### src/dma_pkg.sv
/*
 * Shared widths, address map and types for the single-tile DMA controller.
 * table_ptr_width must stay at 7 or below, because the slot index sits in haddr[11:5].
 * table_entries must equal 2**table_ptr_width so that the round-robin pointer wraps.
 * mem_words must equal 2**mem_addr_width.
 */

package dma_pkg;

  //////////////////////////////////////////////////////////////////////
  // Bus and storage sizes
  //////////////////////////////////////////////////////////////////////

  localparam int addr_width = 32;
  localparam int data_width = 32;

  // Request table depth and its pointer
  localparam int table_entries   = 4;
  localparam int table_ptr_width = 2;

  // Scratch memory, word addressed
  localparam int mem_words      = 256;
  localparam int mem_addr_width = 8;

  // Only this tile exists, so any other id is an error
  localparam logic [7:0] local_tile = 8'd0;

  //////////////////////////////////////////////////////////////////////
  // Address map
  //////////////////////////////////////////////////////////////////////

  // Set selects the memory window, clear selects the table
  localparam int mem_window_bit = 12;

  // Byte offsets inside one 32-byte table slot
  localparam logic [4:0] off_laddr  = 5'h00;
  localparam logic [4:0] off_size   = 5'h04;
  localparam logic [4:0] off_rtile  = 5'h08;
  localparam logic [4:0] off_raddr  = 5'h0C;
  localparam logic [4:0] off_dir    = 5'h10;
  localparam logic [4:0] off_status = 5'h14;

  //////////////////////////////////////////////////////////////////////
  // Types
  //////////////////////////////////////////////////////////////////////

  // One descriptor, with each field cut to its stored width
  typedef struct packed {
    logic [7:0] laddr;
    logic [8:0] size;
    logic [7:0] rtile;
    logic [7:0] raddr;
    logic       dir;    // 0 copies laddr to raddr, 1 copies raddr to laddr
  } dma_req_t;

  typedef enum logic [2:0] {
    field_laddr,
    field_size,
    field_rtile,
    field_raddr,
    field_dir
  } dma_field_e;

  typedef struct packed {
    logic valid;
    logic done;
    logic error;
  } dma_status_t;

  // Scratch memory request from either side
  typedef struct packed {
    logic                      en;
    logic                      we;
    logic [mem_addr_width-1:0] addr;
    logic [data_width-1:0]     data;
  } mem_req_t;

endpackage

### src/dma_transfer_engine.sv
/*
 * Copies words inside the scratch memory for one started slot at a time, in round-robin order.
 * Each word costs a read cycle and a write cycle. The engine stalls while grant_eng is low.
 * Addresses wrap at the memory size. A remote tile or a zero size goes straight to finish.
 */

`timescale 1ns/1ns

module dma_transfer_engine import dma_pkg::*; (
  input  logic                                  clk,
  input  logic                                  rst_n,

  input  dma_req_t    [table_entries-1:0]       req_all,
  input  dma_status_t [table_entries-1:0]       status_all,

  // Scratch memory port, held while not granted
  output mem_req_t                              eng_mem,
  input  logic                                  grant_eng,
  input  logic [data_width-1:0]                 mem_rdata,

  output logic                                  finish,
  output logic [table_ptr_width-1:0]            finish_pos,
  output logic                                  finish_err
);

  typedef enum logic [1:0] {
    st_idle,
    st_read,
    st_write,
    st_finish
  } eng_state_e;

  eng_state_e                 state_q;
  logic [table_ptr_width-1:0] last_q;      // slot served most recently
  logic [mem_addr_width-1:0]  src_q;
  logic [mem_addr_width-1:0]  dst_q;
  logic [8:0]                 count_q;     // words left
  logic                       err_q;
  logic                       fresh_q;     // mem_rdata holds our word this cycle
  logic [data_width-1:0]      data_q;
  logic [data_width-1:0]      wdata;
  logic                       pick_found;
  logic [table_ptr_width-1:0] pick_pos;

  //////////////////////////////////////////////////////////////////////
  // Round-robin pick
  //////////////////////////////////////////////////////////////////////

  // Scan starting one past the last served slot, the pointer wraps by width
  always_comb begin
    logic [table_ptr_width-1:0] idx;
    pick_found = 1'b0;
    pick_pos   = '0;
    for (int i = 1; i <= table_entries; i++) begin
      idx = last_q + table_ptr_width'(i);
      if (!pick_found && status_all[idx].valid && !status_all[idx].done) begin
        pick_found = 1'b1;
        pick_pos   = idx;
      end
    end
  end

  //////////////////////////////////////////////////////////////////////
  // Copy FSM
  //////////////////////////////////////////////////////////////////////

  // Only the first write cycle sees the fresh word, a stalled write reuses the copy
  assign wdata = fresh_q ? mem_rdata : data_q;

  always_ff @(posedge clk or negedge rst_n) begin
    if (!rst_n) begin
      state_q <= st_idle;
      last_q  <= '0;
      src_q   <= '0;
      dst_q   <= '0;
      count_q <= '0;
      err_q   <= 1'b0;
      fresh_q <= 1'b0;
      data_q  <= '0;
    end else begin
      case (state_q)
        st_idle: begin
          if (pick_found) begin
            last_q  <= pick_pos;
            count_q <= req_all[pick_pos].size;
            err_q   <= (req_all[pick_pos].rtile != local_tile);
            // Direction picks which address is the source
            if (req_all[pick_pos].dir) begin
              src_q <= req_all[pick_pos].raddr;
              dst_q <= req_all[pick_pos].laddr;
            end else begin
              src_q <= req_all[pick_pos].laddr;
              dst_q <= req_all[pick_pos].raddr;
            end
            if (req_all[pick_pos].rtile != local_tile || req_all[pick_pos].size == '0) begin
              state_q <= st_finish;
            end else begin
              state_q <= st_read;
            end
          end
        end
        st_read: begin
          if (grant_eng) begin
            fresh_q <= 1'b1;
            state_q <= st_write;
          end
        end
        st_write: begin
          data_q  <= wdata;
          fresh_q <= 1'b0;
          if (grant_eng) begin
            src_q   <= src_q + 1'b1;
            dst_q   <= dst_q + 1'b1;
            count_q <= count_q - 1'b1;
            state_q <= (count_q == 9'd1) ? st_finish : st_read;
          end
        end
        default: begin
          state_q <= st_idle;   // finish lasts one cycle
        end
      endcase
    end
  end

  // Requests follow the state, so nothing is driven out of reset
  assign eng_mem.en   = (state_q == st_read) || (state_q == st_write);
  assign eng_mem.we   = (state_q == st_write);
  assign eng_mem.addr = (state_q == st_write) ? dst_q : src_q;
  assign eng_mem.data = wdata;

  assign finish     = (state_q == st_finish);
  assign finish_pos = last_q;
  assign finish_err = err_q;

endmodule

### config.mk
export PLATFORM = sky130hd
export DESIGN_NAME = dma_transfer_engine
export DESIGN_NICKNAME = d
export VERILOG_FILES = /design/src/dma_pkg.sv /design/src/dma_transfer_engine.sv
export SDC_FILE = /design/constraint.sdc
export NUM_CORES = 1
export LEC_CHECK = 0
export BUFFER_PORTS_ARGS = -buffer_cell sky130_fd_sc_hd__buf_2
export CAP_MARGIN = 25
export CORE_UTILIZATION = 51
export DETAILED_ROUTE_END_ITERATION = 8
export PLACE_DENSITY = 0.93
export SYNTH_ARGS = -nofsm -noshare
export SYNTH_HDL_FRONTEND = slang
export SYNTH_SLANG_ARGS = --single-unit
### constraint.sdc
create_clock -name clk -period 5.35 [get_ports clk]
set_input_delay 1.07 -clock clk [delete_from_list [all_inputs] [get_ports clk]]
set_output_delay 1.07 -clock clk [all_outputs]
set_load 0.05 [all_outputs]
==> results.py <==
metrics = {
    "layout": {
        "syn_to_final_growth_pct": 29.65,
        "seqCellArea_um2": 1577,
        "diodes": 0,
        "multi_input_area_um2": 2960,
        "fillCellCount": 735,
        "design_area_um2": 6122,
        "nNetsFinal": 1002,
        "utilization_pct": 69.19,
        "drive_above_1_share_pct": 37.30,
    },
    "critical_path": {
        "path_max_fanout": 29,
        "worstPathRequired_ps": 5590,
        "end_kind": "flip-flop",
        "arrival_ps": 3790,
        "startpoint_type": "input port",
        "path_class": "input port to flip-flop",
    },
    "clock_tree": {
        "cts_made_buffers": 9,
        "clock-sinks": 63,
        "root_buffer": "clkbuf_8",
        "clk_pin_slew_ps": 70,
        "clk_latency_ps": 340,
        "post_cts_buffers": 0,
        "ctsHoldBuffers": 0,
        "htreeDepth": 3,
        "cts_resized": 0,
        "cts_tree": "done",
        "cts_buffer_depth": 2,
    },
    "timing": {
        "worstMarginPinSlew_ps": 893.6,
        "post-route-period-util_pct": 66.42,
        "period_needed_ps": 3554,
        "hold_viol": 0,
        "clock_skew_ps": 8.414,
        "setup_tns_ps": 0,
        "max_freq_ghz": 0.2814,
        "rsz0062_at_grt": "false",
        "fin_ws_ps": 1796,
        "slew_headroom_pct": 40.43,
        "drv_slew": 0,
        "setup_viol": 0,
    },
    "detailed_routing": {
        "drc": 13,
        "ant_nets": 0,
        "drt_iter0_drc": 284,
        "wl_per_cell_um": 14.61,
        "wl_um": 13480,
        "first_pass_iters": 9,
        "vias_per_cell": 5.711,
        "num_vias": 5271,
    },
    "status": {
        "status": "complete, but fails checks",
        "violations": "design-rule violations",
    },
    "synthesis": {
        "syn_avg_cell_area_um2": 7.818,
        "async_reset_ff_share_pct": 100.0,
        "synth.cell_area_um2": 4722,
        "yosys_register_bits": 63,
        "synthDistinctLibCells": 49,
        "ys_seq_area_share_pct": 33.39,
        "synth_enable_flop_cells": 0,
        "synthCells": 604,
        "ys.flop_type": "dfrtp_1",
        "syn_nets": 796,
        "synth_warnings": 0,
    },
    "die": {
        "die_w_um": 98.23,
        "io-pin-count": 229,
        "core-area_um2": 8848,
        "chipHeight_um": 98.23,
        "fp-row-count": 34,
        "design.die.area_um2": 9648,
        "start_util_pct": 53.37,
    },
    "power_and_ir_drop": {
        "p_total_mw": 3.944,
        "peakVddDrop_mv": 0.3357,
        "power.density_nw_per_um2": 644.2,
        "leakagePower_nw": 2.971,
    },
    "place": {
        "dp_hpwl_um": 10140,
        "place_area_um2": 5924,
        "gp_congestion": 0.9129,
        "place_ws_ps": 1492,
        "portBuffers": 224,
    },
    "grt": {
        "first_global_vias": 4857,
        "antenna_found_initial": 0,
        "grt_pass1_wl_um": 22050,
        "grt_util_all_layers_pct": 28.04,
        "grt_max_degree": 64,
        "grt_remaining_overflow": 0,
    },
    "flow_run": {
        "maxCapViolCount": 0,
    },
    "min_path": {
        "hp-class": "flip-flop to flip-flop",
    },
}
==> synthesized netlist by cell type (3+ instances only) <==
library cell / count / area (µm²)
inv_1: 9 / 33.78
nor3_1: 14 / 70.07
a2bb2oi_1: 3 / 26.28
dfrtp_1: 63 / 1577
and3_1: 9 / 56.30
a221o_1: 6 / 60.06
nor3b_1: 5 / 37.54
nand3_1: 27 / 135.1
nand2_1: 72 / 270.3
o31ai_1: 3 / 22.52
buf_2: 8 / 40.04
buf_1: 3 / 11.26
nor2_1: 125 / 469.2
o211ai_1: 7 / 52.55
mux2i_1: 18 / 180.2
nand2b_1: 3 / 18.77
nor4_1: 11 / 68.82
buf_6: 3 / 33.78
o21ai_0: 26 / 130.1
ha_1: 9 / 112.6
a221oi_1: 10 / 87.58
mux2_2: 43 / 484.2
a22oi_1: 13 / 97.59
a21oi_1: 53 / 265.3
o211a_1: 4 / 40.04
a22o_1: 4 / 35.03
clkbuf_1: 26 / 97.59
==> layer usage <==
layer	global-route usage, %	wire [µm]	up-vias
li1	-	-	2580
met1	36.77	5747	2408
met2	46.97	6381	255
met3	4.796	1043	28
met4	9.529	308	0
met5	0	0	-
==> where the power goes <==
part / leakage [nW] / switching [mW] / internal [mW] / total, mW
clock network: 0.0981 / 0.184 / 0.225 / 0.409
logic: 2.17 / 1.74 / 0.865 / 2.61
registers: 0.703 / 0.205 / 0.722 / 0.928
total: 2.97 / 2.13 / 1.81 / 3.94
==> kinds of logic (layout without fill, tap and decap cells) <==
group / Yosys count / count (layout) / share of synthesized area [%]
AO/OA/AOI/OAI: 143 / 143 / 19.71
adder cells (fa/ha/maj): 9 / 9 / 2.385
buffers and inverters: 51 / 262 / 4.822
flip-flops: 63 / 63 / 33.39
multiplexers: 61 / 61 / 14.07
AND/OR/NAND/NOR: 277 / 277 / 25.62
==> through the flow <==
step / hold slack [ps] / std cells
4_1_cts: 510.7 / 923
6_report: 505.0 / 923
3_5_place_dp: 494.5 / 907
2_1_floorplan: 470.9 / 604
3_3_place_gp: 484.2 / 906
5_1_grt: 524.8 / 923
==> path summary, 6_finish.rpt <==
check / end / slack (ps) / cells after the start / startpoint
setup / recovery: src_q[2] / 1800 / 9 / status_all[1]
hold reg to reg: data_q[26] / 500 / 2 / data_q[26]
setup reg to reg: count_q[8] / 2190 / 8 / state_q[0]
max in group asynchronous: src_q[1] / 3920 / 2 / rst_n
min in group asynchronous: data_q[18] / 900 / 2 / rst_n
hold / removal: data_q[26] / 500 / 2 / data_q[26]
==> worst max-delay path, cell delays in order <==
cell and delay (ps):
buf_2 100, nor2b_1 290, and3_1 340, or3_1 660, buf_4 420, nand2_1 90, a22o_1 240, mux2_2 280
a221oi_1 290
==> flip-flops by register name, summed over array words and instances (netlist names) <==
signal      cells
src_q           8
finish_err      1
finish_pos      2
fresh_q         1
dst_q           8
count_q         9
state_q         2
data_q         32
==> final cells by class <==
cell class              instances  share of cell area (%)
well taps                     108                   2.207
clock inverters                 6                  0.9810
clock buffers                  10                   2.248
inverters                      10                  0.6131
repair buffers                236                   19.84
multi-input cells             490                   48.35
flip-flops and latches         63                   25.75
==> layout by cell type, fill, tap and decap left out, drive strengths merged, types with 3 or more instances in the layout <==
cell / netlist / routed
mux2: 43 / 43
o31ai: 3 / 3
mux2i: 18 / 18
a221oi: 10 / 10
a2bb2oi: 3 / 3
nor3b: 5 / 5
dfrtp: 63 / 63
nor4: 11 / 11
nand2b: 3 / 3
a22o: 4 / 4
nand2: 72 / 72
a22oi: 13 / 13
ha: 9 / 9
a21oi: 53 / 53
clkbuf: 26 / 10
nand3: 27 / 27
nor3: 14 / 14
inv: 10 / 10
buf: 15 / 236
a221o: 6 / 6
and3: 9 / 9
o211ai: 7 / 7
nor2: 125 / 125
o211a: 4 / 4
clkinv: 0 / 3
o21ai: 26 / 26
No activity file was read; power rests on OpenSTA's default activity.
