## config.mk

```make
export PLATFORM = sky130hd
export DESIGN_NAME = dma_ahb_slave
export DESIGN_NICKNAME = d
export VERILOG_FILES = /design/src/dma_pkg.sv /design/src/dma_ahb_slave.sv
export SDC_FILE = /design/constraint.sdc
export NUM_CORES = 1
export LEC_CHECK = 0
export BUFFER_PORTS_ARGS = -buffer_cell sky130_fd_sc_hd__buf_4
export CORE_AREA = 2 2 89 91
export DETAILED_ROUTE_END_ITERATION = 10
export DIE_AREA = 0 0 91 93
export MAX_ROUTING_LAYER = met4
export PLACE_DENSITY = 0.55
export SYNTH_ARGS = -nofsm -noshare
export SYNTH_HDL_FRONTEND = slang
export SYNTH_SLANG_ARGS = --single-unit
```

## constraint.sdc

```tcl
create_clock -name clk -period 1.01 [get_ports clk]
set_input_delay 0.0505 -clock clk [delete_from_list [all_inputs] [get_ports clk]]
set_output_delay 0.0505 -clock clk [all_outputs]
set_load 0.02 [all_outputs]
```

## src/dma_pkg.sv

```systemverilog
/*
 * Shared widths, address map and types for the single-tile DMA controller.
 * table_ptr_width must stay at 7 or below, because the slot index sits in haddr[11:5].
 * table_entries must equal 2**table_ptr_width so that the round-robin pointer wraps.
 * mem_words must equal 2**mem_addr_width.
 */

package dma_pkg;

  //////////////////////////////////////////////////////////////////////
  // Bus and storage sizes
  //////////////////////////////////////////////////////////////////////

  localparam int addr_width = 32;
  localparam int data_width = 32;

  // Request table depth and its pointer
  localparam int table_entries   = 4;
  localparam int table_ptr_width = 2;

  // Scratch memory, word addressed
  localparam int mem_words      = 256;
  localparam int mem_addr_width = 8;

  // Only this tile exists, so any other id is an error
  localparam logic [7:0] local_tile = 8'd0;

  //////////////////////////////////////////////////////////////////////
  // Address map
  //////////////////////////////////////////////////////////////////////

  // Set selects the memory window, clear selects the table
  localparam int mem_window_bit = 12;

  // Byte offsets inside one 32-byte table slot
  localparam logic [4:0] off_laddr  = 5'h00;
  localparam logic [4:0] off_size   = 5'h04;
  localparam logic [4:0] off_rtile  = 5'h08;
  localparam logic [4:0] off_raddr  = 5'h0C;
  localparam logic [4:0] off_dir    = 5'h10;
  localparam logic [4:0] off_status = 5'h14;

  //////////////////////////////////////////////////////////////////////
  // Types
  //////////////////////////////////////////////////////////////////////

  // One descriptor, with each field cut to its stored width
  typedef struct packed {
    logic [7:0] laddr;
    logic [8:0] size;
    logic [7:0] rtile;
    logic [7:0] raddr;
    logic       dir;    // 0 copies laddr to raddr, 1 copies raddr to laddr
  } dma_req_t;

  typedef enum logic [2:0] {
    field_laddr,
    field_size,
    field_rtile,
    field_raddr,
    field_dir
  } dma_field_e;

  typedef struct packed {
    logic valid;
    logic done;
    logic error;
  } dma_status_t;

  // Scratch memory request from either side
  typedef struct packed {
    logic                      en;
    logic                      we;
    logic [mem_addr_width-1:0] addr;
    logic [data_width-1:0]     data;
  } mem_req_t;

endpackage

```

## src/dma_ahb_slave.sv

```systemverilog
/*
 * AHB-Lite slave with the simplified handshake: hsel and hmastlock high accept an access.
 * Address and write data arrive together. There are no wait states and htrans is not decoded.
 * Read data shows on hrdata in the cycle after the access.
 */

`timescale 1ns/1ns

module dma_ahb_slave import dma_pkg::*; (
  input  logic                                  clk,
  input  logic                                  rst_n,

  // AHB-Lite side
  input  logic                                  hsel,
  input  logic [addr_width-1:0]                 haddr,
  input  logic [data_width-1:0]                 hwdata,
  input  logic                                  hwrite,
  input  logic                                  hmastlock,
  output logic [data_width-1:0]                 hrdata,
  output logic                                  hready,

  // Request table side
  output logic                                  field_wr,
  output logic [table_ptr_width-1:0]            field_pos,
  output dma_field_e                            field_sel,
  output logic [data_width-1:0]                 field_data,
  output logic                                  start,
  output logic [table_ptr_width-1:0]            start_pos,
  input  dma_status_t [table_entries-1:0]       status_all,

  // Scratch memory side
  output mem_req_t                              host_mem,
  input  logic [data_width-1:0]                 mem_rdata
);

  // Source of the read data in the following cycle
  typedef enum logic [1:0] {
    src_none,
    src_mem,
    src_status
  } rd_src_e;

  logic                       access;
  logic                       mem_sel;
  logic                       tbl_write;
  logic                       stat_read;
  logic [table_ptr_width-1:0] tbl_pos;
  logic [4:0]                 offset;
  rd_src_e                    rd_src_q;
  dma_status_t                stat_q;

  //////////////////////////////////////////////////////////////////////
  // Access decode
  //////////////////////////////////////////////////////////////////////

  assign access  = hsel & hmastlock;
  assign mem_sel = haddr[mem_window_bit];
  assign tbl_pos = haddr[table_ptr_width+4:5];
  assign offset  = haddr[4:0];

  assign tbl_write = access & ~mem_sel & hwrite;
  assign stat_read = access & ~mem_sel & ~hwrite & (offset == off_status);

  // No wait states
  assign hready = 1'b1;

  // Field writes for the five descriptor offsets
  assign field_pos  = tbl_pos;
  assign field_data = hwdata;

  always_comb begin
    field_wr  = 1'b0;
    field_sel = field_laddr;
    if (tbl_write) begin
      field_wr = 1'b1;
      case (offset)
        off_laddr: field_sel = field_laddr;
        off_size:  field_sel = field_size;
        off_rtile: field_sel = field_rtile;
        off_raddr: field_sel = field_raddr;
        off_dir:   field_sel = field_dir;
        default:   field_wr  = 1'b0;  // status offset or unmapped
      endcase
    end
  end

  // A write to the status word starts the slot
  assign start     = tbl_write & (offset == off_status);
  assign start_pos = tbl_pos;

  // Memory window, byte address to word address
  assign host_mem.en   = access & mem_sel;
  assign host_mem.we   = hwrite;
  assign host_mem.addr = haddr[mem_addr_width+1:2];
  assign host_mem.data = hwdata;

  //////////////////////////////////////////////////////////////////////
  // Read response
  //////////////////////////////////////////////////////////////////////

  always_ff @(posedge clk or negedge rst_n) begin
    if (!rst_n) begin
      rd_src_q <= src_none;
      stat_q   <= '0;
    end else begin
      if (access && !hwrite && mem_sel) begin
        rd_src_q <= src_mem;
      end else if (stat_read) begin
        rd_src_q <= src_status;
      end else begin
        rd_src_q <= src_none;  // descriptor reads and idle cycles give 0
      end
      if (stat_read) begin
        stat_q <= status_all[tbl_pos];
      end
    end
  end

  // Memory data is already registered inside the scratch memory
  always_comb begin
    case (rd_src_q)
      src_mem:    hrdata = mem_rdata;
      src_status: hrdata = {{(data_width-2){1'b0}}, stat_q.error, stat_q.done};
      default:    hrdata = '0;
    endcase
  end

endmodule

```

==> flow_summary.ini, run 1 <==
[outcome]
outcome = complete, but fails checks
failed_checks = negative setup slack

[layout]
final_cells = 278
layout-drive-gt1-share_pct = 91.5
final_nets = 293
syn2layout_area_growth_pct = 65.3
antenna_cells = 0
n_fill_cell = 808

[cts]
h-tree-depth = 1
cts.sinks = 4
path_clk_slew_ns = 0.03
cts_buffers = 3
clk_path_buf_depth = 2
cts-root-buf = clkbuf_8
insertion_delay_ns = 0.21
cts_tree = built

[sta]
hold_viol = 0
slew_violations = 0
layout_setup_ws_ns = -0.305
fin_setup_tns_ns = -9.01
finalSetupViolCount = 32
period_share_pct = 130
layout_min_cycle_time_ns = 1.32
fin_skew_ns = 0
max_freq_mhz = 760
rsz0062_at_grt = yes
fin_hold_ws_ns = 0.101

[logic_synthesis]
synth-seq-area-share_pct = 8.91
synth_edf_count = 0
synthMuxAreaShare_pct = 6.68
syn_inst = 142
synth_simple_gate_area_share_pct = 25.7
syn_area_um2 = 1120
synth.avg_cell_area_um2 = 7.91
synth_ff_type = dfrtp_1
synth_seq_cells = 4
synthXorXnorAreaFrac_pct = 0
async_reset_ff_share_pct = 100
yosysUniqueCellTypes = 21
synthAdderAreaFrac_pct = 2.23
synth_compound_area_share_pct = 2.00
synth_top_family_by_area = buffers and inverters
synth_nets = 257
yosysWarnings = 0

[critical_path]
cp_slowest_cell = dfrtp_1
cpMostUsedCell = buf_6
cp-end-kind = primary output
critPathArrivalTime_ns = 1.26
start_kind = flip-flop
crit_required_ns = 0.96
slowest_delay_ns = 0.38
path_max_fanout = 3
crit_chain = inv_2 > ha_4 > buf_6 > a22oi_2 > nor2_2 > buf_6
setup.worst_path.class = reg -> out

[floorplanning]
fp.dieArea_um2 = 8460
start_util_pct = 14.9
die_x_um = 91
fp.coreArea_um2 = 7530
num_rows = 32
die_h_um = 93
ios = 229

[route]
drt-wirelength-per-cell_um = 10.4
routed_wl_mm = 2.88
ant_nets = 0
drt_iter0_markers = 6
route.vias.total = 926
vias_per_cell = 3.33
firstDrtPassIters = 3
drcViolationCount = 0

[placed_design]
dp.cells = 270
numPortBuffers = 100
dp_hpwl_mm = 2.18
dp_slack_ns = -0.149
gp_congestion = 0.618

[power_and_ir_drop]
ir_drop_mv = 0.710
p_leak_nw = 0.908
p_per_area_nw_per_um2 = 508

[hold_path]
hold_path.class = in -> out

[global_route]
grt_antenna_before_repair = 0
grt_max_degree = 16
grt_pass1_vias = 896
gr-usage-all-layers_pct = 6.30
grt_pass1_wl_mm = 4.26
grt_overflow_total = 0

[job]
maxCapViolations = 0
report_power, final:
| group | switching, W | internal (W) |
|---|---|---|
| sequential | 0.00000444 | 0.000167 |
| combinational | 0.000163 | 0.000283 |
| clock | 0.0000737 | 0.000253 |
| total | 0.000241 | 0.000703 |
flip-flops by register name, indices dropped and copies added, names as in the netlist:
name	count
rd_src_q	2
stat_q	2
layout by cell type (no fill, tap or decap), types with 2 or more instances in the layout:
cell,Yosys,routed
a22oi_2,0,2
and2_4,0,30
mux4_2,2,2
nor2_2,0,3
nor4b_4,0,2
dfrtp_1,4,4
clkbuf_8,0,3
inv_1,3,2
mux2_4,2,2
buf_4,78,73
buf_6,0,36
worst paths after layout:
path | startpoint | to | cells after the start | slack, ns
min in group asynchronous | rst_n | stat_q[1] | 2 | 0.17
min reg2reg | stat_q[0] | stat_q[0] | 1 | 0.53
max in group asynchronous | rst_n | rd_src_q[1] | 2 | 0.74
max reg2reg | stat_q[1] | stat_q[1] | 1 | 0.24
max | rd_src_q[1] | hrdata[1] | 6 | -0.31
min | hwdata[20] | field_data[20] | 0 | 0.10
kinds of logic after synthesis:
logic type,Yosys count
flops,4
fa+ha+maj,2
buf+inv,84
simple gates,44
compound gates,3
mux,4
other cells,1
synth_stat cells, types with 2 or more instances:
cell type / n / area (um^2)
and2_1: 30 / 188
buf_4: 78 / 586
a22oi_1: 2 / 15.0
nor2_1: 4 / 15.0
mux2_4: 2 / 30.0
clkbuf_1: 3 / 11.3
inv_1: 3 / 11.3
ha_1: 2 / 25.0
nor4b_1: 2 / 17.5
mux4_2: 2 / 45.0
dfrtp_1: 4 / 100
metrics by stage:
| stage | utilization (%) | total power, W | area (um^2) |
|---|---|---|---|
| 2_1_floorplan | - | 0.000730 | 1220 |
| 3_3_place_gp | 20.4 | 0.000563 | 1540 |
| 3_5_place_dp | 20.4 | 0.000565 | 1540 |
| 4_1_cts | 23.9 | 0.000934 | 1800 |
| 5_1_grt | 24.7 | 0.00100 | 1860 |
| 6_report | 24.7 | 0.000944 | 1860 |
cell type report:
| class | count | area (um^2) | share of cell area, % |
|---|---|---|---|
| well taps | 102 | 128 | 6.87 |
| clock buffers | 3 | 41.3 | 2.22 |
| flip-flops and latches | 4 | 100 | 5.39 |
| inverters | 3 | 11.3 | 0.606 |
| repair buffers | 112 | 1010 | 54.4 |
| multi-input cells | 54 | 566 | 30.5 |
critical path: cells and delay by family, from the launching register on:
kind	cells	cell delay (ns)
DFF	1	0.38
and+or+nand+nor	1	0.13
buffers and inverters	3	0.32
AOI/OAI and AO/OA	1	0.05
adders and majority gates	1	0.18
routing by layer:
metal	wire [um]	GRT usage (%)	part of all wire (%)	vias to the layer above
met5	0	-	0	-
met4	18	1.26	0.62	0
met3	462	4.19	16	4
met2	1450	10.6	50	103
met1	950	6.12	33	382
li1	-	-	-	437
repair_timing:
item                       in CTS  in global routing
setup endpoints to repair      35                 36
hold endpoints to repair        4                  0
pin swaps                       2                  5
resized for setup              41                 21
setup buffers                   3                  0
gates cloned                    1                  0
hold buffers                    1                  0
Power figures use the tool's default switching activity.
==> run 2: changes to the inputs <==
--- a/config.mk
+++ b/config.mk
@@ -6,11 +6,11 @@
 export NUM_CORES = 1
 export LEC_CHECK = 0
 export BUFFER_PORTS_ARGS = -buffer_cell sky130_fd_sc_hd__buf_4
-export CORE_AREA = 2 2 89 91
+export CORE_AREA = 2 2 88 90
 export DETAILED_ROUTE_END_ITERATION = 10
-export DIE_AREA = 0 0 91 93
+export DIE_AREA = 0 0 90 92
 export MAX_ROUTING_LAYER = met4
-export PLACE_DENSITY = 0.55
+export PLACE_DENSITY = 0.54
 export SYNTH_ARGS = -nofsm -noshare
 export SYNTH_HDL_FRONTEND = slang
 export SYNTH_SLANG_ARGS = --single-unit
==> constraint.sdc (replaced) <==
create_clock -name clk -period 1.54 [get_ports clk]
set_input_delay 0.077 -clock clk [delete_from_list [all_inputs] [get_ports clk]]
set_output_delay 0.077 -clock clk [all_outputs]
set_load 0.02 [all_outputs]
==> run 2 against run 1 <==
Effect of this change: the run now ends clean; power decreased by 39%; largest power group unchanged; hold slack worse by 0.042 ns; die area shrank 2.2%; combinational power down 46%.
==> flow_summary.ini, run 2 (synthesis gave the netlist of run 1 again) <==
[layout]
syn2layout_area_growth_pct = 33.3
layout-drive-gt1-share_pct = 67.3
stdcell_area_um2 = 1500
layout_commonest_cell = buf_4
final_cell_mix = 101 x buf_4, 30 x and2_1, 4 x nor2_1, 4 x dfrtp_1
reg.largest.list = rd_src_q: 2 flops, stat_q: 2 flops
antenna_cells = 0
final_nets = 285
utilization_pct = 20.1
n_fill_cell = 856

[floorplanning]
ios = 229
num_rows = 32
die_h_um = 92
fp.coreArea_um2 = 7450
start_util_pct = 15.1
fp.dieArea_um2 = 8280
die_x_um = 90

[cts]
cts_tree = built
path_clk_slew_ns = 0.03
cts_buffers = 3
cts-root-buf = clkbuf_8
insertion_delay_ns = 0.22
post_cts_buffers = 0
h-tree-depth = 1
clk_path_buf_depth = 2
cts.sinks = 4

[route]
route.vias.total = 894
routed_wl_mm = 2.84
drt-wirelength-per-cell_um = 10.5
firstDrtPassIters = 3
vias_per_cell = 3.31
drcViolationCount = 0
drt_iter0_markers = 27
ant_nets = 0

[critical_path]
reg2reg_depth = 1
path_depth = 5
slowest_delay_ns = 0.40
path_max_fanout = 7
startpoint = rd_src_q[0]
rrSetupSlack_ns = 0.76
critPathArrivalTime_ns = 1.33
setup.worst_path.class = reg -> out
cp_top_family = flip-flops
rr_startpoint = stat_q[1]
start_kind = flip-flop
cp_slowest_cell = dfrtp_1
critPathCapture = hrdata[1]
crit_chain = ha_4 > buf_6 > a22oi_1 > nor2_1 > buf_4
timing.rr.end = stat_q[1]
crit_required_ns = 1.46
crit_buf_inv = 2
cp-end-kind = primary output

[placed_design]
gp_congestion = 0.630
dp_hpwl_mm = 2.41
dp_slack_ns = 0.305
dpl-instance-area_um2 = 1420
numPortBuffers = 100

[power_and_ir_drop]
p_leak_nw = 0.774
p_per_area_nw_per_um2 = 382
ir_drop_mv = 0.147

[sta]
finalSetupViolCount = 0
period_share_pct = 91.1
max_freq_mhz = 713
hold_viol = 0
fin_skew_ns = 0
rsz0062_at_grt = no
layout_setup_ws_ns = 0.138
layout_min_cycle_time_ns = 1.40
slew_violations = 0
fin_setup_tns_ns = 0

[global_route]
gr-usage-all-layers_pct = 6.09
grt_max_degree = 19
grt_overflow_total = 0
grt_antenna_before_repair = 0
grt_pass1_wl_mm = 3.90
grt_pass1_vias = 808

[job]
maxCapViolations = 0

[hold_path]
hold_path.class = in -> reg

[outcome]
outcome = complete, no violations
run 2: where the power goes:
group	internal, W	total [W]	switching [W]
clock network	0.000166	0.000219	0.0000525
logic	0.000148	0.000241	0.0000930
registers	0.000109	0.000112	0.00000295
total	0.000424	0.000572	0.000148
run 2: final cells by class:
class / instances / area [um^2] / area share, %
clock buffers: 3 / 41.3 / 2.76
flip-flops and latches: 4 / 100 / 6.68
well taps: 102 / 128 / 8.52
inverters: 3 / 11.3 / 0.752
repair buffers: 104 / 785 / 52.4
multi-input cells: 54 / 433 / 28.9
run 2: repair_timing:
| action | CTS | global route |
|---|---|---|
| endpoints found under the hold margin | 4 | 0 |
| endpoints found under the setup margin | 0 | 2 |
| hold buffers | 1 | 0 |
| gates resized for setup | 0 | 4 |
run 2: metrics by stage:
step	instances	total power [W]	hold slack, ns
finish	270	0.000572	0.0591
global route	270	0.000608	0.0631
CTS	269	0.000578	0.0596
detailed placement	265	0.000352	-0.128
global placement	265	0.000348	-0.126
floorplan	142	0.000466	-0.219
run 2: worst min path at each step:
| stage | from | endpoint | cells after the start |
|---|---|---|---|
| after floorplan | rst_n | rd_src_q[0] | 0 |
| after global placement | rst_n | rd_src_q[0] | 1 |
| after detailed placement | rst_n | rd_src_q[0] | 1 |
| after CTS | hwrite | rd_src_q[0] | 2 |
| after global routing | hwrite | rd_src_q[0] | 2 |
| final | hwrite | rd_src_q[0] | 2 |
run 2: routing by layer:
metal / global-route usage (%) / up-vias / wire length, um
met3: 4.77 / 10 / 527
met2: 9.34 / 95 / 1260
met1: 5.79 / 370 / 992
met4: 2.31 / 0 / 51
met5: - / - / 0
li1: - / 419 / -
