`src/dma_pkg.sv`:
```
/*
 * Shared widths, address map and types for the single-tile DMA controller.
 * table_ptr_width must stay at 7 or below, because the slot index sits in haddr[11:5].
 * table_entries must equal 2**table_ptr_width so that the round-robin pointer wraps.
 * mem_words must equal 2**mem_addr_width.
 */

package dma_pkg;

  //////////////////////////////////////////////////////////////////////
  // Bus and storage sizes
  //////////////////////////////////////////////////////////////////////

  localparam int addr_width = 32;
  localparam int data_width = 32;

  // Request table depth and its pointer
  localparam int table_entries   = 4;
  localparam int table_ptr_width = 2;

  // Scratch memory, word addressed
  localparam int mem_words      = 256;
  localparam int mem_addr_width = 8;

  // Only this tile exists, so any other id is an error
  localparam logic [7:0] local_tile = 8'd0;

  //////////////////////////////////////////////////////////////////////
  // Address map
  //////////////////////////////////////////////////////////////////////

  // Set selects the memory window, clear selects the table
  localparam int mem_window_bit = 12;

  // Byte offsets inside one 32-byte table slot
  localparam logic [4:0] off_laddr  = 5'h00;
  localparam logic [4:0] off_size   = 5'h04;
  localparam logic [4:0] off_rtile  = 5'h08;
  localparam logic [4:0] off_raddr  = 5'h0C;
  localparam logic [4:0] off_dir    = 5'h10;
  localparam logic [4:0] off_status = 5'h14;

  //////////////////////////////////////////////////////////////////////
  // Types
  //////////////////////////////////////////////////////////////////////

  // One descriptor, with each field cut to its stored width
  typedef struct packed {
    logic [7:0] laddr;
    logic [8:0] size;
    logic [7:0] rtile;
    logic [7:0] raddr;
    logic       dir;    // 0 copies laddr to raddr, 1 copies raddr to laddr
  } dma_req_t;

  typedef enum logic [2:0] {
    field_laddr,
    field_size,
    field_rtile,
    field_raddr,
    field_dir
  } dma_field_e;

  typedef struct packed {
    logic valid;
    logic done;
    logic error;
  } dma_status_t;

  // Scratch memory request from either side
  typedef struct packed {
    logic                      en;
    logic                      we;
    logic [mem_addr_width-1:0] addr;
    logic [data_width-1:0]     data;
  } mem_req_t;

endpackage

```
`src/dma_request_table.sv`:
```
/*
 * Descriptor table with valid, done and error bits for each slot.
 * Every strobe takes effect at the next clock edge. All state clears on reset.
 * If a start and a finish hit the same slot together, the start wins.
 */

`timescale 1ns/1ns

module dma_request_table import dma_pkg::*; (
  input  logic                                  clk,
  input  logic                                  rst_n,

  // Host field writes and starts
  input  logic                                  field_wr,
  input  logic [table_ptr_width-1:0]            field_pos,
  input  dma_field_e                            field_sel,
  input  logic [data_width-1:0]                 field_data,
  input  logic                                  start,
  input  logic [table_ptr_width-1:0]            start_pos,

  // Completion from the engine
  input  logic                                  finish,
  input  logic [table_ptr_width-1:0]            finish_pos,
  input  logic                                  finish_err,

  output dma_req_t    [table_entries-1:0]       req_all,
  output dma_status_t [table_entries-1:0]       status_all
);

  //////////////////////////////////////////////////////////////////////
  // Descriptor storage
  //////////////////////////////////////////////////////////////////////

  // Upper bus bits are dropped, each field keeps only its own width
  always_ff @(posedge clk or negedge rst_n) begin
    if (!rst_n) begin
      req_all <= '0;
    end else if (field_wr) begin
      case (field_sel)
        field_laddr: req_all[field_pos].laddr <= field_data[7:0];
        field_size:  req_all[field_pos].size  <= field_data[8:0];
        field_rtile: req_all[field_pos].rtile <= field_data[7:0];
        field_raddr: req_all[field_pos].raddr <= field_data[7:0];
        field_dir:   req_all[field_pos].dir   <= field_data[0];
        default:     req_all[field_pos].dir   <= req_all[field_pos].dir;
      endcase
    end
  end

  //////////////////////////////////////////////////////////////////////
  // Slot status
  //////////////////////////////////////////////////////////////////////

  always_ff @(posedge clk or negedge rst_n) begin
    if (!rst_n) begin
      status_all <= '0;
    end else begin
      // Completion retires the slot and reports the result
      if (finish) begin
        status_all[finish_pos].valid <= 1'b0;
        status_all[finish_pos].done  <= 1'b1;
        status_all[finish_pos].error <= finish_err;
      end
      // Start comes second so it overrides a same-slot finish
      if (start) begin
        status_all[start_pos].valid <= 1'b1;
        status_all[start_pos].done  <= 1'b0;
        status_all[start_pos].error <= 1'b0;
      end
    end
  end

endmodule

```
`config.mk`:
```
export PLATFORM = sky130hd
export DESIGN_NAME = dma_request_table
export DESIGN_NICKNAME = d
export VERILOG_FILES = /design/src/dma_pkg.sv /design/src/dma_request_table.sv
export SDC_FILE = /design/constraint.sdc
export NUM_CORES = 1
export LEC_CHECK = 0
export ABC_CLOCK_PERIOD_IN_PS = 2300
export BUFFER_PORTS_ARGS = -buffer_cell sky130_fd_sc_hd__buf_2
export CAP_MARGIN = 20
export CORE_UTILIZATION = 54
export DETAILED_ROUTE_END_ITERATION = 10
export HOLD_SLACK_MARGIN = 0.1
export PLACE_DENSITY = 0.93
export SETUP_SLACK_MARGIN = 0.02
export SLEW_MARGIN = 20
export SYNTH_ARGS = -nofsm -noshare
export SYNTH_HDL_FRONTEND = slang
export SYNTH_SLANG_ARGS = --single-unit
```
`constraint.sdc`:
```
create_clock -name clk -period 2.3 [get_ports clk]
set_input_delay 0.115 -clock clk [delete_from_list [all_inputs] [get_ports clk]]
set_output_delay 0.115 -clock clk [all_outputs]
set_load 0.05 [all_outputs]
```
==> summary by stage, run 1 <==
Route
Wires add up to 15.1 mm. The number of violations reported at the end of detailed-routing iteration 0 is 197. After detailed routing, the number of remaining DRC violations is 0.

The average detailed-routed wire length per instance is 21.4 um. The count of antenna-violating nets left after detailed routing is 0. The via-per-instance ratio is 5.50. The first detailed-routing pass ran for 4 iterations. The via count of the routed design is 3867.

Critical path
The critical path contains buffers and inverters numbering 3 combined. For the worst setup path, the data required time is 2.71 ns. The kind of critical path is input pin to flip-flop. The endpoint class of the critical path is a flip-flop. The cell with the most instances on the worst path is sky130_fd_sc_hd__dlygate4sd3_1.

Data on the critical path arrives at its endpoint at 2.16 ns. Of all nets on the critical path, the largest fanout is 4. STA classifies the critical path startpoint as an input pin. The signal on the critical path passes through dlygate4sd3_1, buf_2, nor3b_1, mux2i_1, dlygate4sd3_1, nor2_1. Grouping stages by cell kind, the critical path spends the most delay in buffers and inverters.

The largest stage delay on the critical path is 0.61 ns. The slowest stage of the critical path belongs to the cell sky130_fd_sc_hd__dlygate4sd3_1.

Timing
The count of final max-slew check failures is 0. The highest clock frequency the design can meet is 573 MHz. The relative max-transition margin is 0.516. The final critical delay including setup and external delays is 1.74 ns. Clock skew on the completed layout was measured at 0 ns. The number of hold violations in the final report came to 0. The number of failing setup endpoints in the final timing report is 0.

Dividing the final minimum period by the clock period gives 0.758. The worst-margin pin slew is 0.725 ns. The setup TNS is 0 ns. Setup repair after global routing left no endpoint under its margin.

Die
The overall die width is 106 um. The number of rows in the core area is 37. The die is 106 um tall. The initial utilization of the core area, before any placement, comes to 0.559. The total die area is 0.0112 mm^2.

The core region is 0.0104 mm^2. In this run the count of I/O pins placed on the die edge is 195.

Global route
The total congestion overflow after global routing is 0. The first global-routing pass estimated 23.2 mm of wire. Entering global routing, the biggest net connects 80 pins. The via count of the first global-routing pass is 4040.

The total routing resource utilization after global routing is 0.285. The initial antenna violation count is 0.

Place
Once placement completed, the tool counted placed cells totaling 654. During placement, the flow inserted port buffers numbering 171. Detailed placement ended at an HPWL of 9.65 mm. At the end of routability-driven placement, the weighted congestion stood at 0.783.

Finish
After the flow finishes, the layout carries non-filler instances totaling 703. The number of diodes added for antenna fixing is 0. The library cells used most frequently in the layout, excluding fill and tap cells, are 170 x sky130_fd_sc_hd__buf_2, 148 x sky130_fd_sc_hd__dfrtp_1, 126 x sky130_fd_sc_hd__mux2_2. Of the cells placed in the final design, the portion with a size suffix greater than 1 is 0.626.

Compared with the post-synthesis result, the final layout area differs by 30.1%. The final layout contains 601 nets. The most frequent standard cell in the layout excluding fill and tap cells is sky130_fd_sc_hd__buf_2.

Power and ir drop
The cell leakage power is 0.00391 uW. The worst-case vdd ir drop is 0.696 mV. Power spread over the standard cell area amounts to 1230 mW/mm^2.

Logic synthesis
Averaged over all synthesized cells, the footprint is 16.0 um^2. In this run the cell area of the synthesized design comes to 0.00580 mm^2. The main flop type after synthesis is sky130_fd_sc_hd__dfrtp_1. The number of enable-type register cells in the synthesized netlist is 0.

The cell count after synthesis is 362. The sequential area share after synthesis is 0.639. When the netlist entered floorplanning its net count stood at 409. The synthesized netlist contains 35 unique library cells. The share of synthesized registers carrying an async set or reset is 1.00. The number of warnings reported in the yosys synthesis log is 0. The number of flip-flops and latches in the synthesized netlist is 148.

CTS
For the worst-skew pair, the clock arrives at the later sink with an insertion delay of 0.52 ns. The number of buffers on the longest clock path is 2. In this run, post-CTS hold repair placed 17 buffers. The number of gates resized after CTS is 0. The clock-pin slew reported for the worst setup and hold paths after clock tree synthesis is 0.07 ns.

The clock root buffer master is sky130_fd_sc_hd__clkbuf_8. In this run the post-CTS setup repair buffer count came out at 0. The number of clock sinks is 148. The clock tree from TritonCTS is built. The clock tree synthesis step divided the H-tree into 4 levels.

The number of clock buffers added by TritonCTS is 17.

Run status
The run finished with clean final reports.

Flow run
The max-cap check violation count is 0.

Hold path
The path class of the lowest-slack min-delay path is input pin to flip-flop.
-- synth_stat cells (2+ instances only) --
cell type | instances | area share
sky130_fd_sc_hd__buf_6 | 3 | 0.0058
sky130_fd_sc_hd__nand3b_1 | 2 | 0.0026
sky130_fd_sc_hd__a21boi_0 | 2 | 0.0026
sky130_fd_sc_hd__dfrtp_1 | 148 | 0.64
sky130_fd_sc_hd__and4bb_4 | 2 | 0.0056
sky130_fd_sc_hd__a31oi_1 | 3 | 0.0032
sky130_fd_sc_hd__mux2i_1 | 4 | 0.0069
sky130_fd_sc_hd__nand2_1 | 10 | 0.0065
sky130_fd_sc_hd__and3_1 | 3 | 0.0032
sky130_fd_sc_hd__nor2_1 | 4 | 0.0026
sky130_fd_sc_hd__nand3_1 | 4 | 0.0035
sky130_fd_sc_hd__buf_4 | 2 | 0.0026
sky130_fd_sc_hd__clkbuf_1 | 9 | 0.0058
sky130_fd_sc_hd__mux2_4 | 9 | 0.023
sky130_fd_sc_hd__mux2_2 | 126 | 0.24
sky130_fd_sc_hd__nand2_2 | 7 | 0.0076
sky130_fd_sc_hd__inv_1 | 6 | 0.0039
-- stage by stage --
step / total power, uW / instance area [um^2] / hold slack, ns / utilization / setup slack (ns)
2_1_floorplan: 5650 / 5800 / -0.181 / - / 1.04
3_3_place_gp: 6360 / 6770 / 0.185 / 0.653 / 0.641
3_5_place_dp: 6470 / 6770 / 0.199 / 0.653 / 0.578
4_1_cts: 9310 / 7540 / 0.125 / 0.727 / 0.641
5_1_grt: 9590 / 7540 / 0.142 / 0.727 / 0.504
6_report: 9300 / 7540 / 0.156 / 0.727 / 0.556
-- where the power goes --
group	internal, uW	switching [uW]	leakage, uW
Sequential	3100	279	0.00188
Combinational	768	2330	0.00175
Clock	1700	1120	0.000283
-- routing by layer --
metal | vias up | global-route usage | part of all wire
met5 | - | 0 | 0
met4 | 0 | 0.136 | 0.023
met3 | 25 | 0.0668 | 0.062
met2 | 180 | 0.490 | 0.53
met1 | 1997 | 0.339 | 0.38
li1 | 1665 | - | -
-- layout make-up --
class	instances	area, um^2
Tap cell	136	170
Clock buffer	19	432
Timing Repair Buffer	190	1070
Fill cell	682	2830
Multi-Input combinational cell	191	1970
Sequential cell	148	3700
Inverter	6	22.5
Clock inverter	13	171
-- final timing paths --
| kind | start | cells after the start | slack (ns) | endpoint |
|---|---|---|---|---|
| setup / recovery | finish_pos[1] | 6 | 0.56 | status_all[0] |
| hold / removal | field_data[4] | 2 | 0.16 | flip-flop |
| setup reg to reg | status_all[0] | 3 | 0.98 | status_all[0] |
| hold reg to reg | status_all[8] | 2 | 0.49 | status_all[8] |
| max in group asynchronous | rst_n | 3 | 1.42 | async pin |
| min in group asynchronous | rst_n | 2 | 0.21 | async pin |
-- worst reg2reg max path: cells and delay by family, from the launching register on --
family        cells  cell delay (ns)
mux               1             0.18
buf+inv           1             0.61
flops             1             0.37
simple gates      1             0.05
-- cell families after synthesis --
logic type,count (synthesis),share of synthesized area
AO/OA/AOI/OAI,8,0.0104
buffers and inverters,23,0.0214
flip-flops,148,0.639
multiplexers,140,0.277
AND/OR/NAND/NOR,43,0.0529
Power figures use the tool's default switching activity.
==> run 2: changes to the inputs <==
--- a/config.mk
+++ b/config.mk
@@ -5,13 +5,14 @@
 export SDC_FILE = /design/constraint.sdc
 export NUM_CORES = 1
 export LEC_CHECK = 0
-export ABC_CLOCK_PERIOD_IN_PS = 2300
+export ABC_AREA = 1
+export ABC_CLOCK_PERIOD_IN_PS = 1600
 export BUFFER_PORTS_ARGS = -buffer_cell sky130_fd_sc_hd__buf_2
 export CAP_MARGIN = 20
-export CORE_UTILIZATION = 54
+export CORE_UTILIZATION = 46
 export DETAILED_ROUTE_END_ITERATION = 10
 export HOLD_SLACK_MARGIN = 0.1
-export PLACE_DENSITY = 0.93
+export PLACE_DENSITY = 0.84
 export SETUP_SLACK_MARGIN = 0.02
 export SLEW_MARGIN = 20
 export SYNTH_ARGS = -nofsm -noshare
==> constraint.sdc (replaced) <==
create_clock -name clk -period 1.6 [get_ports clk]
set_input_delay 0.08 -clock clk [delete_from_list [all_inputs] [get_ports clk]]
set_output_delay 0.08 -clock clk [all_outputs]
set_load 0.05 [all_outputs]
==> run 2 against run 1 <==
  * Via count up 42%
  * Count of clock-buffer cells in the layout up 2
  * Sequential power increased by 48%
  * Die area increased by 22%
  * Cell count is 55% higher
  * Combinational power is 59% higher
  * Largest power group unchanged
  * Wire length grew 14%
  * Sequential share of layout area is 3.5 points lower
  * Highest routed layer unchanged
  * Critical path depth unchanged
  * Critical endpoint is now status_all[7]
  * Register-to-register slack got worse by 0.53 ns
==> summary by stage, run 2 <==
Run status
The flow ran to the end, and the final reports show no timing, DRC or antenna violations.

Die
The overall die width is 117 um (+11%). The standard cell core area came to 0.0127 mm^2 (+23%). The effective utilization at floorplan is 0.476 (-0.0827). The die boundary height is 117 um (+11%). The number of rows in the core area is 41 (+11%).

The I/O pin count is 195 (unchanged). The total die area is 0.0136 mm^2 (+22%).

Critical path
The worst path required time came to 1.90 ns (-0.81 ns). The kind of critical path is input pin to flip-flop. The arrival time reported for the critical path endpoint is 1.74 ns (-0.42 ns). The worst-path maximum fanout came to 4 (unchanged).

STA classifies the critical path startpoint as an input pin. The worst setup path is captured at a flip-flop.

CTS
The total clock buffers created by CTS is 17 (unchanged). The number of clock sinks is 148 (unchanged). The number of levels in the clock H-tree is 4 (unchanged).

The clock latency of the later-clocked register in the worst-skew pair came to 0.41 ns (-0.11 ns). The clock-pin slew reported for the worst setup and hold paths after clock tree synthesis is 0.06 ns (about the same). The clock root buffer master is sky130_fd_sc_hd__clkbuf_16.

The number of buffers on the longest clock path is 2 (unchanged). TritonCTS built the clock tree.

Place
The final RePlAce weighted congestion is 0.846 (+8.0%). The count of port buffers added during placement is 171 (unchanged). The half-perimeter wire length after placement is 11.7 mm (+21%).

Timing
The setup TNS came to 0 ns (unchanged). The number of failing setup endpoints in the final timing report is 0 (unchanged). The relative max-transition margin came to 0.671 (+0.155).

The post-route worst hold slack was 0.113 ns (-0.0434 ns). The worst-margin pin slew was 0.492 ns (-0.233 ns). The number of hold violations in the final report came to 0 (unchanged). The share of the clock period used by the worst path after layout is 0.905.

The highest clock frequency the design can meet is 691 MHz. The routed design could run at a clock period as short as 1.45 ns. Setup repair after global routing left no endpoint under its margin. The count of final max-slew check failures is 0 (unchanged).

The largest clock skew in the final design is 0 ns (unchanged).

Finish
The layout cell share with drive strength beyond 1 is 0.278 (-0.348). The number of diodes added for antenna fixing is 0 (unchanged). The top cell types in the final layout, fill and taps aside, are 245 x sky130_fd_sc_hd__nand2_1, 170 x sky130_fd_sc_hd__buf_2, 148 x sky130_fd_sc_hd__dfrtp_1. The number of filler cells placed in the layout is 1069 (+57%). The final core area utilization is 0.639 (-0.0884). Leaving out fill and tap cells, the most frequent cell in the layout is sky130_fd_sc_hd__nand2_1. Compared with the post-synthesis result, the final layout area differs by 34.1%. The net count of the finished layout was 950 (+58%).

Logic synthesis
The sequential area share after synthesis is 0.611 (-0.0277). The number of warnings reported in the yosys synthesis log is 0 (unchanged). The most used flip-flop cell after synthesis is sky130_fd_sc_hd__dfrtp_1. The count of cell types in the netlist is 21 (-40%). The combined area of all synthesized cells is 0.00606 mm^2 (+4.5%). The commonest cells after synthesis are 248 x sky130_fd_sc_hd__nand2_1, 148 x sky130_fd_sc_hd__dfrtp_1, 87 x sky130_fd_sc_hd__o21ai_0. The cell count after synthesis is 689 (+90%).

The biggest area contributor in the post-synthesis netlist is sky130_fd_sc_hd__dfrtp_1. The number of enable-type register cells in the synthesized netlist is 0 (unchanged). The number of flip-flops and latches in the synthesized netlist came to 148 (unchanged).

The share of synthesized registers carrying an async set or reset is 1.00 (unchanged). The mean post-synth cell area came to 8.80 um^2 (-45%). Yosys instantiated no cell more often than sky130_fd_sc_hd__nand2_1. The share of Yosys cell area claimed by the top area cell type is 0.611 (-0.0277). In the post-synthesis netlist, the biggest area contributors are sky130_fd_sc_hd__dfrtp_1 61%, sky130_fd_sc_hd__nand2_1 15%, sky130_fd_sc_hd__o21ai_0 7.2%, sky130_fd_sc_hd__nor2_1 3.7%, sky130_fd_sc_hd__inv_1 2.3%. The number of nets in the synthesized netlist came to 736 (+80%).

Power and ir drop
The worst-case vdd ir drop is 0.944 mV (+36%). The power density relative to cell area came to 1750 mW/mm^2 (+42%). The cell leakage power is 0.00442 uW (+13%).

Global route
The via count of the first global-routing pass is 5188 (+28%). The global-route wire length before repair is 26.9 mm (+16%). The total congestion overflow after global routing is 0 (unchanged). The pin count of the biggest net entering global routing came to 52 (-35%). The total routing resource utilization after global routing is 0.264 (-0.0210). The initial antenna violation count came to 0 (unchanged).

Route
The average detailed-routed wire length per instance is 15.7 um (-27%). The length of the first detailed-routing pass in iterations was 5 (+1). The remaining routing DRC violations is 0 (unchanged). The count of antenna-violating nets left after detailed routing is 0 (unchanged).

The final wirelength is 17.1 mm (+14%). The via-per-instance ratio is 5.06 (-8.0%). The number of violations reported at the end of detailed-routing iteration 0 is 469 (+140%). The via count of the routed design is 5505 (+42%).

Hold path
The path class of the lowest-slack min-delay path is input pin to flip-flop.

Flow run
The max-cap check violation count is 0 (unchanged).
[run 2: logic make-up (layout without fill, tap and decap cells)]
group / after synthesis / after routing / synth area share
AND/OR/NAND/NOR: 348 / 348 / 0.233
flip-flops: 148 / 148 / 0.611
AO/OA/AOI/OAI: 124 / 124 / 0.107
buffers and inverters: 69 / 296 / 0.0489
[run 2: area by class of cell]
type | count | area [um^2] | share of cell area
Timing Repair Buffer | 224 | 1350 | 0.165
Clock buffer | 21 | 460 | 0.0566
Sequential cell | 148 | 3700 | 0.456
Tap cell | 172 | 215 | 0.0265
Multi-Input combinational cell | 472 | 2070 | 0.255
Clock inverter | 11 | 176 | 0.0217
Inverter | 40 | 158 | 0.0194
[run 2: worst paths after layout]
check                                     from             end  slack [ns]  cells after the start
worst max-delay path              start_pos[1]   status_all[7]        0.15                      6
worst min-delay path              field_pos[0]       flip-flop        0.11                      6
worst max register to register   status_all[2]   status_all[2]        0.45                      3
worst min register to register  status_all[11]  status_all[11]        0.46                      2
max in group asynchronous                rst_n   status_all[2]        0.80                      3
min in group asynchronous                rst_n       async pin        0.19                      2
[run 2: repair_timing]
action,4_1_cts,5_1_grt
resized for setup,0,6
setup endpoints to repair,0,32
hold endpoints to repair,187,0
setup buffers,0,3
hold buffers,24,0
[run 2: stage by stage]
stage | cell area, um^2 | setup slack (ns) | cells | power [uW]
floorplan | 6060 | 0.424 | 689 | 8610
global placement | 7210 | 0.121 | 1029 | 9810
detailed placement | 7210 | 0.0408 | 1029 | 9920
CTS | 8090 | 0.0604 | 1085 | 14200
global route | 8130 | 0.0484 | 1088 | 14800
finish | 8130 | 0.153 | 1088 | 14200
[run 2: per-layer routing]
| layer | GRT usage | vias up | wire (um) |
|---|---|---|---|
| li1 | - | 2627 | - |
| met1 | 0.341 | 2624 | 7400 |
| met2 | 0.441 | 235 | 8200 |
| met3 | 0.0695 | 19 | 1230 |
| met4 | 0.0759 | 0 | 292 |
| met5 | 0 | - | 0 |
[run 2: critical path: stages]
cell,delay (ns)
sky130_fd_sc_hd__dlygate4sd3_1,0.54
sky130_fd_sc_hd__buf_2,0.14
sky130_fd_sc_hd__inv_1,0.04
sky130_fd_sc_hd__nor3_1,0.25
sky130_fd_sc_hd__dlygate4sd3_1,0.63
sky130_fd_sc_hd__nor2_1,0.06
[run 2: power by group]
group	switching, uW	internal (uW)	leakage, uW
sequential	494	4520	0.00189
clock	1560	2700	0.000296
combinational	3880	1050	0.00223
total	5930	8270	0.00442
